File: config.mk
export PLATFORM = sky130hd
export DESIGN_NAME = vexp_top
export DESIGN_NICKNAME = d
export VERILOG_FILES = /design/src/vexp_pkg.sv /design/src/vexp_input_sequencer.sv /design/src/vexp_scalar_exponentiator.sv /design/src/vexp_output_stage.sv /design/src/vexp_top.sv
export VERILOG_INCLUDE_DIRS = /design/src /design/src/include
export SDC_FILE = /design/constraint.sdc
export NUM_CORES = 2
export LEC_CHECK = 0
export BUFFER_PORTS_ARGS = -buffer_cell sky130_fd_sc_hd__buf_2
export CORE_ASPECT_RATIO = 0.9
export CORE_MARGIN = 2
export CORE_UTILIZATION = 42
export CTS_BUF_LIST = sky130_fd_sc_hd__clkbuf_16
export DETAILED_ROUTE_END_ITERATION = 16
export PLACE_DENSITY_LB_ADDON = 0.05
export SLEW_MARGIN = 20
export SYNTH_ARGS = -nofsm -noshare
export SYNTH_HDL_FRONTEND = slang
export SYNTH_SLANG_ARGS = --single-unit
File: constraint.sdc
create_clock -name CLK -period 26.5 [get_ports CLK]
set_input_delay 0 -clock CLK [delete_from_list [all_inputs] [get_ports CLK]]
set_output_delay 0 -clock CLK [all_outputs]
set_load 0.005 [all_outputs]
File: src/include/vexp_defines.svh
`ifndef VEXP_DEFINES_SVH
`define VEXP_DEFINES_SVH

////////////////////////////////////////////////////////////
// Fixed point format
////////////////////////////////////////////////////////////

// Full word width of a Q16.16 value
`define VEXP_DATA_W 32

// Bits below the binary point
`define VEXP_FRAC_W 16

////////////////////////////////////////////////////////////
// Series and vector sizing
////////////////////////////////////////////////////////////

// Taylor terms summed per element, including the leading 1.0
`define VEXP_TERMS 12

// Width of the vector length and the element index
`define VEXP_LEN_W 16

// Engine start to done, two states per term after the first plus done
`define VEXP_ENGINE_LAT (2 * (`VEXP_TERMS - 1) + 1)

`endif

File: src/vexp_pkg.sv
`include "vexp_defines.svh"

package vexp_pkg;

  ////////////////////////////////////////////////////////////
  // Data types
  ////////////////////////////////////////////////////////////

  // Signed Q16.16 word for inputs, terms, sums and results
  typedef logic signed [`VEXP_DATA_W-1:0] fix_t;

  // Vector length and running element index
  typedef logic [`VEXP_LEN_W-1:0] len_t;

  // Index of the Taylor term being built
  typedef logic [$clog2(`VEXP_TERMS)-1:0] term_idx_t;

  ////////////////////////////////////////////////////////////
  // FSM encodings
  ////////////////////////////////////////////////////////////

  // Input side
  typedef enum logic {
    SEQ_IDLE,
    SEQ_RUN
  } seq_state_t;

  // Series engine
  typedef enum logic [1:0] {
    ENG_IDLE,
    ENG_MUL_X,
    ENG_MUL_INV,
    ENG_DONE
  } eng_state_t;

endpackage

File: src/vexp_input_sequencer.sv
module vexp_input_sequencer (
  input  logic           CLK,
  input  logic           RST,

  // Vector control from the source
  input  logic           START,
  input  vexp_pkg::len_t SIZE_IN,
  input  logic           DATA_IN_ENABLE,
  input  vexp_pkg::fix_t DATA_IN,

  // Engine handoff
  input  logic           eng_busy,
  output logic           eng_start,
  output vexp_pkg::fix_t eng_x,
  output logic           eng_last
);

  import vexp_pkg::*;

  ////////////////////////////////////////////////////////////
  // Signals
  ////////////////////////////////////////////////////////////

  // Vector bookkeeping
  seq_state_t state_q;
  len_t       len_q;
  len_t       idx_q;

  // Strobe accepted this cycle
  logic       capture;
  // Current element is the final one of the vector
  logic       is_last;

  // One-deep holding slot
  logic       slot_full;
  fix_t       slot_x;
  logic       slot_last;

  ////////////////////////////////////////////////////////////
  // Element capture
  ////////////////////////////////////////////////////////////

  // Strobes outside an active vector are dropped
  assign capture = (state_q == SEQ_RUN) && DATA_IN_ENABLE;

  // Zero length is not supported so len_q - 1 never wraps in use
  assign is_last = (idx_q == len_t'(len_q - 1'b1));

  // Length latch and element counter
  always_ff @(posedge CLK or posedge RST) begin
    if (RST) begin
      state_q <= SEQ_IDLE;
      len_q   <= '0;
      idx_q   <= '0;
    end else begin
      case (state_q)
        SEQ_IDLE: begin
          // New vector, sample its length
          if (START) begin
            len_q   <= SIZE_IN;
            idx_q   <= '0;
            state_q <= SEQ_RUN;
          end
        end
        SEQ_RUN: begin
          if (capture) begin
            idx_q <= len_t'(idx_q + 1'b1);
            // Vector fully received
            if (is_last) begin
              state_q <= SEQ_IDLE;
            end
          end
        end
        default: begin
          state_q <= SEQ_IDLE;
        end
      endcase
    end
  end

  ////////////////////////////////////////////////////////////
  // Holding slot
  ////////////////////////////////////////////////////////////

  // A capture in the handoff cycle refills the slot at once
  always_ff @(posedge CLK or posedge RST) begin
    if (RST) begin
      slot_full <= 1'b0;
    end else if (capture) begin
      slot_full <= 1'b1;
    end else if (eng_start) begin
      slot_full <= 1'b0;
    end
  end

  // Element value and its last tag
  always_ff @(posedge CLK) begin
    if (capture) begin
      slot_x    <= DATA_IN;
      slot_last <= is_last;
    end
  end

  // Hand over as soon as the engine is free
  assign eng_start = slot_full && !eng_busy;
  assign eng_x     = slot_x;
  assign eng_last  = slot_last;

endmodule

File: src/vexp_scalar_exponentiator.sv
`include "vexp_defines.svh"

module vexp_scalar_exponentiator (
  input  logic           CLK,
  input  logic           RST,

  // Element from the sequencer
  input  logic           eng_start,
  input  vexp_pkg::fix_t eng_x,
  input  logic           eng_last,

  // Status and result
  output logic           eng_busy,
  output logic           eng_done,
  output vexp_pkg::fix_t eng_result,
  output logic           eng_result_last
);

  import vexp_pkg::*;

  ////////////////////////////////////////////////////////////
  // Constants
  ////////////////////////////////////////////////////////////

  // 1.0 in Q16.16
  localparam fix_t ONE = fix_t'(1 << `VEXP_FRAC_W);

  // Index of the final term
  localparam term_idx_t LAST_IDX = term_idx_t'(`VEXP_TERMS - 1);

  ////////////////////////////////////////////////////////////
  // Signals
  ////////////////////////////////////////////////////////////

  // Control
  eng_state_t state_q;
  term_idx_t  idx_q;

  // Operand and series registers
  fix_t       x_q;
  logic       last_q;
  fix_t       term_q;
  fix_t       sum_q;
  fix_t       prod_q;

  // Full width products
  logic signed [2*`VEXP_DATA_W-1:0] mul_x_full;
  logic signed [2*`VEXP_DATA_W-1:0] mul_inv_full;

  // Rescaled products
  fix_t       x_prod;
  fix_t       new_term;

  // Table entry for the current index
  fix_t       recip;

  ////////////////////////////////////////////////////////////
  // Reciprocal table
  ////////////////////////////////////////////////////////////

  // floor(1.0 / k) in Q16.16 for k = 1 .. TERMS-1
  always_comb begin
    case (idx_q)
      1:       recip = ONE;
      2:       recip = fix_t'(ONE / 2);
      3:       recip = fix_t'(ONE / 3);
      4:       recip = fix_t'(ONE / 4);
      5:       recip = fix_t'(ONE / 5);
      6:       recip = fix_t'(ONE / 6);
      7:       recip = fix_t'(ONE / 7);
      8:       recip = fix_t'(ONE / 8);
      9:       recip = fix_t'(ONE / 9);
      10:      recip = fix_t'(ONE / 10);
      11:      recip = fix_t'(ONE / 11);
      // Index 0 is the seed term and never multiplied
      default: recip = '0;
    endcase
  end

  ////////////////////////////////////////////////////////////
  // Multipliers
  ////////////////////////////////////////////////////////////

  // term * x, back to Q16.16
  assign mul_x_full = term_q * x_q;
  assign x_prod     = fix_t'(mul_x_full >>> `VEXP_FRAC_W);

  // (term * x) / k, back to Q16.16
  assign mul_inv_full = prod_q * recip;
  assign new_term     = fix_t'(mul_inv_full >>> `VEXP_FRAC_W);

  ////////////////////////////////////////////////////////////
  // Control FSM
  ////////////////////////////////////////////////////////////

  always_ff @(posedge CLK or posedge RST) begin
    if (RST) begin
      state_q <= ENG_IDLE;
      idx_q   <= '0;
    end else begin
      case (state_q)
        ENG_IDLE: begin
          if (eng_start) begin
            // Term 0 is loaded directly, loop starts at term 1
            idx_q   <= term_idx_t'(1);
            state_q <= ENG_MUL_X;
          end
        end
        ENG_MUL_X: begin
          state_q <= ENG_MUL_INV;
        end
        ENG_MUL_INV: begin
          if (idx_q == LAST_IDX) begin
            state_q <= ENG_DONE;
          end else begin
            idx_q   <= term_idx_t'(idx_q + 1'b1);
            state_q <= ENG_MUL_X;
          end
        end
        ENG_DONE: begin
          state_q <= ENG_IDLE;
        end
        default: begin
          state_q <= ENG_IDLE;
        end
      endcase
    end
  end

  ////////////////////////////////////////////////////////////
  // Datapath
  ////////////////////////////////////////////////////////////

  always_ff @(posedge CLK) begin
    case (state_q)
      ENG_IDLE: begin
        // Seed series with 1.0
        if (eng_start) begin
          x_q    <= eng_x;
          last_q <= eng_last;
          term_q <= ONE;
          sum_q  <= ONE;
        end
      end
      ENG_MUL_X: begin
        prod_q <= x_prod;
      end
      ENG_MUL_INV: begin
        // Sum wraps at 32 bits
        term_q <= new_term;
        sum_q  <= sum_q + new_term;
      end
      default: ;
    endcase
  end

  // Busy through the done cycle
  assign eng_busy        = (state_q != ENG_IDLE);
  assign eng_done        = (state_q == ENG_DONE);
  assign eng_result      = sum_q;
  assign eng_result_last = last_q;

endmodule

File: src/vexp_output_stage.sv
module vexp_output_stage (
  input  logic           CLK,
  input  logic           RST,

  // Result from the engine
  input  logic           eng_done,
  input  vexp_pkg::fix_t eng_result,
  input  logic           eng_result_last,

  // External outputs
  output vexp_pkg::fix_t DATA_OUT,
  output logic           DATA_OUT_ENABLE,
  output logic           READY
);

  ////////////////////////////////////////////////////////////
  // Output pulses
  ////////////////////////////////////////////////////////////

  // One pulse per result, one cycle after eng_done
  always_ff @(posedge CLK or posedge RST) begin
    if (RST) begin
      DATA_OUT_ENABLE <= 1'b0;
      READY           <= 1'b0;
    end else begin
      DATA_OUT_ENABLE <= eng_done;
      // Vector complete with its tagged element
      READY           <= eng_done && eng_result_last;
    end
  end

  ////////////////////////////////////////////////////////////
  // Result register
  ////////////////////////////////////////////////////////////

  // Holds between pulses
  always_ff @(posedge CLK) begin
    if (eng_done) begin
      DATA_OUT <= eng_result;
    end
  end

endmodule

File: src/vexp_top.sv
module vexp_top (
  input  logic           CLK,
  input  logic           RST,

  // Vector input side
  input  logic           START,
  input  vexp_pkg::len_t SIZE_IN,
  input  logic           DATA_IN_ENABLE,
  input  vexp_pkg::fix_t DATA_IN,

  // Result side
  output vexp_pkg::fix_t DATA_OUT,
  output logic           DATA_OUT_ENABLE,
  output logic           READY
);

  import vexp_pkg::*;

  ////////////////////////////////////////////////////////////
  // Inter-stage wires
  ////////////////////////////////////////////////////////////

  // Sequencer to engine
  logic eng_start;
  fix_t eng_x;
  logic eng_last;

  // Engine back to sequencer
  logic eng_busy;

  // Engine to output stage
  logic eng_done;
  fix_t eng_result;
  logic eng_result_last;

  ////////////////////////////////////////////////////////////
  // Stages
  ////////////////////////////////////////////////////////////

  // Length sampling, holding slot and engine start
  vexp_input_sequencer vexp_input_sequencer_inst (
    .CLK            (CLK),
    .RST            (RST),
    .START          (START),
    .SIZE_IN        (SIZE_IN),
    .DATA_IN_ENABLE (DATA_IN_ENABLE),
    .DATA_IN        (DATA_IN),
    .eng_busy       (eng_busy),
    .eng_start      (eng_start),
    .eng_x          (eng_x),
    .eng_last       (eng_last)
  );

  // Taylor series engine
  vexp_scalar_exponentiator vexp_scalar_exponentiator_inst (
    .CLK             (CLK),
    .RST             (RST),
    .eng_start       (eng_start),
    .eng_x           (eng_x),
    .eng_last        (eng_last),
    .eng_busy        (eng_busy),
    .eng_done        (eng_done),
    .eng_result      (eng_result),
    .eng_result_last (eng_result_last)
  );

  // Result register and pulses
  vexp_output_stage vexp_output_stage_inst (
    .CLK             (CLK),
    .RST             (RST),
    .eng_done        (eng_done),
    .eng_result      (eng_result),
    .eng_result_last (eng_result_last),
    .DATA_OUT        (DATA_OUT),
    .DATA_OUT_ENABLE (DATA_OUT_ENABLE),
    .READY           (READY)
  );

endmodule

After elaboration in Yosys (flattened, before gate mapping)

Memory sizes are Yosys's and may differ from the RTL's.
Index checks and enable logic that the tools add are counted.

Add/subtract/negate cells: 4
Multiply operators: 2
Eq/ne operators: 9
Mux-type cells: 18
Bitwise gates (word level): 1
Reductions and logical operators: 13

Operator list:

| kind                                                                  | count |
|---|---|
| 32-bit case mux with 2 select lines                                   | 2 |
| 32-bit by 32-bit multiplier with 48-bit output                        | 2 |
| 32-bit adder                                                          | 1 |
| 16-bit two-way mux                                                    | 2 |
| 32-bit two-way mux                                                    | 1 |
| 16-bit case mux with 2 select lines                                   | 1 |
| 16-bit by 1-bit adder with 16-bit output, second input constant       | 1 |
| 16-bit equality test                                                  | 1 |
| 16-bit by 1-bit subtractor with 16-bit output, second input constant  | 1 |
| 4-bit two-way mux                                                     | 2 |
| 2-bit inequality test, second input constant                          | 4 |
| 2-bit case mux with 4 select lines                                    | 1 |
| 4-bit case mux with 2 select lines                                    | 1 |
| 2-bit AND reduction                                                   | 4 |
| 2-bit nonzero test                                                    | 3 |
| 1-bit two-way mux                                                     | 5 |
| 4-bit by 1-bit adder with 4-bit output, second input constant         | 1 |
| 2-bit equality test, second input constant                            | 2 |
| 4-bit equality test, second input constant                            | 1 |
| 2-bit two-way mux                                                     | 2 |
| 1-bit logical AND                                                     | 3 |
| 3-bit AND reduction                                                   | 1 |
| 2-bit by 1-bit equality test with 1-bit output, second input constant | 1 |
| 2-bit zero test                                                       | 1 |
| 3 further kinds                                                       | 3 |

Register bits: 236
Bits in read-only memories: 272
Bits of input ports: 52
Output and inout bits: 34
Logic and storage cells: 64
Memories kept: 1

Memory list:

| name             | words | width | rd ports | clocked after Yosys merged registers in | write ports | line                            | text |
|---|---|---|---|---|---|---|---|
| (name not given) | 16    | 17    | 1        | 0                                       | 0           | vexp_scalar_exponentiator.sv:63 | `case (idx_q)` |

Logic depth before layout (Yosys ltp)

Depth after elaboration: 5
Gate-level depth with buffers: 42
Depth with buffers taken out: 40

Hierarchy

Synthesis repeated with hierarchy kept, for this count alone.

Cells, all modules: 6085
Area total of the unflattened synthesis: 58040.7 µm²

Modules (own cells, without submodules):

| module                    | instances | cells an instance | area each (µm²) | sequential area each (µm²) |
|---|---|---|---|---|
| vexp_scalar_exponentiator | 1         | 5777              | 54016.8         | 4023.9 |
| vexp_input_sequencer      | 1         | 272               | 3002.9          | 1841.8 |
| vexp_output_stage         | 1         | 36                | 1021.0          | 1011.0 |

Worst setup path before layout

No wires, ideal clock.

Path type: reg2reg
Start point: reg vexp_scalar_exponentiator_inst.idx_q[1]
End point: reg vexp_scalar_exponentiator_inst.sum_q[28] (netlist: vexp_scalar_exponentiator_inst.eng_result[28]) (data pin)
Setup time: 266 ps
Arrival time: 9157 ps
Data required time: 26234 ps
Setup slack: 17077 ps
Stages on the path, launching flop included: 37
Buffers on the path: 1
Clock period less this slack: 9423 ps
Cells stage by stage: dfrtp_1 > ha_1 > ha_1 > inv_1 > o21ai_0 > clkbuf_1 > and2_1 > fa_1 > fa_1 > fa_1 > inv_1 > fa_1 > inv_1 > fa_1 > ha_1 > fa_1 > fa_1 > ha_1 > a21oi_1 > nand2_1 > a2111oi_1 > nand4_1 > nand2_1 > nor2_1 > a221o_1 > xor2_1 > ha_1 > a21oi_1 > o21bai_1 > a2111oi_0 > o21ai_1 > a32oi_1 > a2111oi_0 > or3_1 > a21oi_1 > xor2_1 > nor2_1

Word-level cells in the longest chain between the ends: 4

RTL lines:

| element                                             | line                             | text |
|---|---|---|
| start, declared                                     | vexp_scalar_exponentiator.sv:37  | `term_idx_t idx_q;` |
| start signal, assigned                              | vexp_scalar_exponentiator.sv:105 | `idx_q <= term_idx_t'(1);` |
| start signal, assigned                              | vexp_scalar_exponentiator.sv:116 | `idx_q <= term_idx_t'(idx_q + 1'b1);` |
| memory read 16 x 17 bit                             | -                                |  |
| 32-bit by 32-bit multiplier with 48-bit output      | vexp_scalar_exponentiator.sv:89  | `assign mul_inv_full = prod_q * recip;` |
| net vexp_scalar_exponentiator_inst.mul_inv_full[26] | vexp_scalar_exponentiator.sv:48  | `` logic signed [2*`VEXP_DATA_W-1:0] mul_inv_full; `` |
| 32-bit adder                                        | vexp_scalar_exponentiator.sv:151 | `sum_q <= sum_q + new_term;` |
| 32-bit case mux with 2 select lines                 | vexp_scalar_exponentiator.sv:135 | `case (state_q)` |
| end signal, assigned                                | vexp_scalar_exponentiator.sv:151 |  |
| end, declared                                       | vexp_scalar_exponentiator.sv:43  | `fix_t sum_q;` |

The timed path passes the listed nets, and every way through them passes these cells.
A chain may end at the register's enable or synchronous reset.

Worst setup path in the final report

Start point: reg vexp_scalar_exponentiator_inst.idx_q[2]
End point: reg vexp_scalar_exponentiator_inst.sum_q[28] (netlist: vexp_scalar_exponentiator_inst.eng_result[28]) (data pin)

Same word-level chain as after synthesis.

==> impl_metrics.toml <==
[floorplan]
pin_count = 86
dieArea_um2 = 140000
core_um2 = 136000
fp.dieW_um = 394
fp-row-count = 128
start_util_pct = 42.5
chipHeight_um = 355

[placement]
port_buffers = 85
place_hpwl_mm = 126
routabilityCongestion = 0.853

[cts]
postCtsResizedCells = 0
h-tree-depth = 1
cts_max_path_buffers = 3
clock_latency_ns = 0.63
cts_root_buf = "clkbuf_16"
cts_made_buffers = 28
cts_tree = "built"
cts_setup_buffers = 0
cts_sinks = 236
clk_pin_slew_worst_paths_ns = 0.07

[setup_path]
rrSetupSlack_ns = 14.71
cp_max_fo = 32
critPathMaxStageDelay_ns = 0.87
reg2reg_depth = 33
endpoint_kind = "flip-flop"
cpMostUsedCell = "fa_1"
reg2reg_from = "vexp_scalar_exponentiator_inst.idx_q[2]"
arrival_ns = 12.16
r2r-end = "vexp_scalar_exponentiator_inst.eng_result[28]"
cp_slowest_cell = "a22o_2"
cp.required_ns = 26.87
critPathLaunchType = "flip-flop"
path_class = "flip-flop to flip-flop"

[sta]
drv_slew = 0
tightest_slew_ns = 1.09
fin_crit_sh_pct = 44.5
fmax_ghz = 0.0848
holdWs_ns = 0.0755
rsz0062_at_grt = "no"
hold_viol = 0
period_minus_slack_ns = 11.79
setup_tns_ns = 0
finClkSkew_ns = 0.0571
slew_headroom_pct = 27.0
finalSetupViolations = 0

[yosys]
synth_cells = 6041
avgSynthCellArea_um2 = 9.54
synth-main-ff-cell = "edfxtp_1"
synthTopCellsByArea = "fa_1, edfxtp_1, inv_1, ha_1, nand2_1"
synth_edf_count = 194
synth_top_area_share_pct = 46.5
synth_nets = 7825
synth_top_cell_by_area = "fa_1"
ys_seq_area_share_pct = 11.9
ys_warn_count = 0
syn_area_um2 = 57600
synthTopCellsByCount = "inv_1, fa_1, nand2_1"
ys_seq_elements = 236
ys_async_sr_fraction_pct = 17.8
synth_cell_types = 75
yosysMostFrequentCell = "inv_1"

[finish]
nFillCells = 13300
area_growth_pct = 6.84
layout-drive-gt1-share_pct = 4.20
finalNetCount = 7808
final_util_pct = 45.4

[hold_path]
holdPathStages = 2
min_to = "vexp_input_sequencer_inst.eng_x[9]"
hp-class = "input port to flip-flop"
min_from = "DATA_IN[9]"

[grt]
overflow = 0
grt_max_degree = 59
grt_pass1_vias = 42900
grt_pass1_wl_mm = 256
antenna_found_initial = 7
track_usage_pct = 23.8

[pwr]
powerDensity_nw_per_um2 = 17.0
ir_drop_mv = 0.0526
leakagePower_nw = 30.5

[detailed_routing]
via_count = 39200
route.detailed.drc = 0
drt_iter0_markers = 1956
viasPerCell = 4.99
drtAntennaViolNets = 0
wirelength_mm = 159
routedWlPerCell_um = 20.2
first_pass_iters = 5

[status]
run_status = "finished clean"

[job]
drv_cap = 0
[how the worst max path moves through the flow]
stage	startpoint	endpoint	slack [ns]	cells past startpoint
after floorplan	vexp_scalar_exponentiator_inst.idx_q[1]	vexp_scalar_exponentiator_inst.eng_result[28]	17.08	36
after global placement	vexp_scalar_exponentiator_inst.idx_q[2]	vexp_scalar_exponentiator_inst.eng_result[28]	15.13	33
after detailed placement	vexp_scalar_exponentiator_inst.idx_q[2]	vexp_scalar_exponentiator_inst.eng_result[28]	14.99	33
after CTS	vexp_scalar_exponentiator_inst.idx_q[2]	vexp_scalar_exponentiator_inst.eng_result[28]	14.97	33
after global routing	vexp_scalar_exponentiator_inst.idx_q[2]	vexp_scalar_exponentiator_inst.eng_result[28]	14.01	33
final	vexp_scalar_exponentiator_inst.idx_q[2]	vexp_scalar_exponentiator_inst.eng_result[28]	14.71	33
[area by class of cell]
| class | count | area (µm²) | share of cell area, % |
|---|---|---|---|
| Clock buffer | 28 | 701 | 1.14 |
| Antenna cell | 1 | 2.50 | 0.00407 |
| Clock inverter | 23 | 219 | 0.356 |
| Timing Repair Buffer | 239 | 1770 | 2.87 |
| Sequential cell | 236 | 6880 | 11.2 |
| Multi-Input combinational cell | 4053 | 44200 | 71.8 |
| Inverter | 1466 | 5500 | 8.94 |
| Tap cell | 1820 | 2280 | 3.70 |
[cells by family (layout without fill, tap and decap cells)]
kind of cell	after synthesis	count (layout)	synth area share [%]
multiplexers	4	4	0.0717
AND/OR/NAND/NOR	1815	1815	15.1
flip-flops	236	236	11.9
buffers and inverters	1752	1756	11.4
AO/OA/AOI/OAI	334	334	3.82
XOR/XNOR	168	168	2.55
adder cells (fa/ha/maj)	1732	1732	55.0
other	0	1	0
[critical path, delay by kind of cell (launching register included)]
family	cells	cell delay, ns
AOI/OAI and AO/OA	11	4.25
xor gates and xnor gates	2	0.35
adders and majority gates	11	4.59
buffers and inverters	4	0.70
DFF	1	0.51
and+or+nand+nor	5	1.14
[timing repair]
action	CTS	global route
endpoints found under the setup margin	0	0
hold endpoints to repair	95	0
hold buffers	70	0
[layout by cell type (no fill, tap or decap), drive strengths merged, types with 42 or more instances in the layout]
cell,Yosys,final
inv,1465,1471
fa,1337,1337
nand2,964,964
and2,554,554
ha,395,395
edfxtp,194,194
buf,9,169
xnor2,114,114
a21oi,93,93
nor2,89,89
o21ai,76,76
dlygate4sd3,0,70
and3,58,58
xor2,54,54
a21o,48,48
dfrtp,42,42
[power by group]
part | switching, mW | total (mW) | internal [mW]
combinational | 0.132 | 0.217 | 0.0849
clock | 0.179 | 0.395 | 0.216
sequential | 0.0159 | 0.433 | 0.417
[metal layers]
metal  GRT usage (%)  vias to the layer above  share of wire, %
met4            3.92                        0               1.7
met5               0                        -                 0
met3            2.47                      107               4.5
met1            34.1                    20600                46
li1                -                    17700                 -
met2            39.6                      776                47
[state kept, by name, indices dropped and copies added (netlist names), 4 cells and up]
register and count:
vexp_input_sequencer_inst.eng_x 32, vexp_input_sequencer_inst.idx_q 16, vexp_input_sequencer_inst.len_q 16, vexp_output_stage_inst.DATA_OUT 32, vexp_scalar_exponentiator_inst.eng_result 32, vexp_scalar_exponentiator_inst.idx_q 4
vexp_scalar_exponentiator_inst.prod_q 32, vexp_scalar_exponentiator_inst.term_q 32, vexp_scalar_exponentiator_inst.x_q 32
[per-stage QoR]
stage	power [mW]	cells	area, µm²	worst slack, ns
floorplan	0.586	6041	57600	17.08
global placement	0.653	7743	59900	15.13
detailed placement	0.654	7743	59900	14.99
CTS	1.07	7864	61500	14.97
global route	1.10	7865	61500	14.01
finish	1.04	7866	61500	14.71
(Power assumes the default switching activity.)
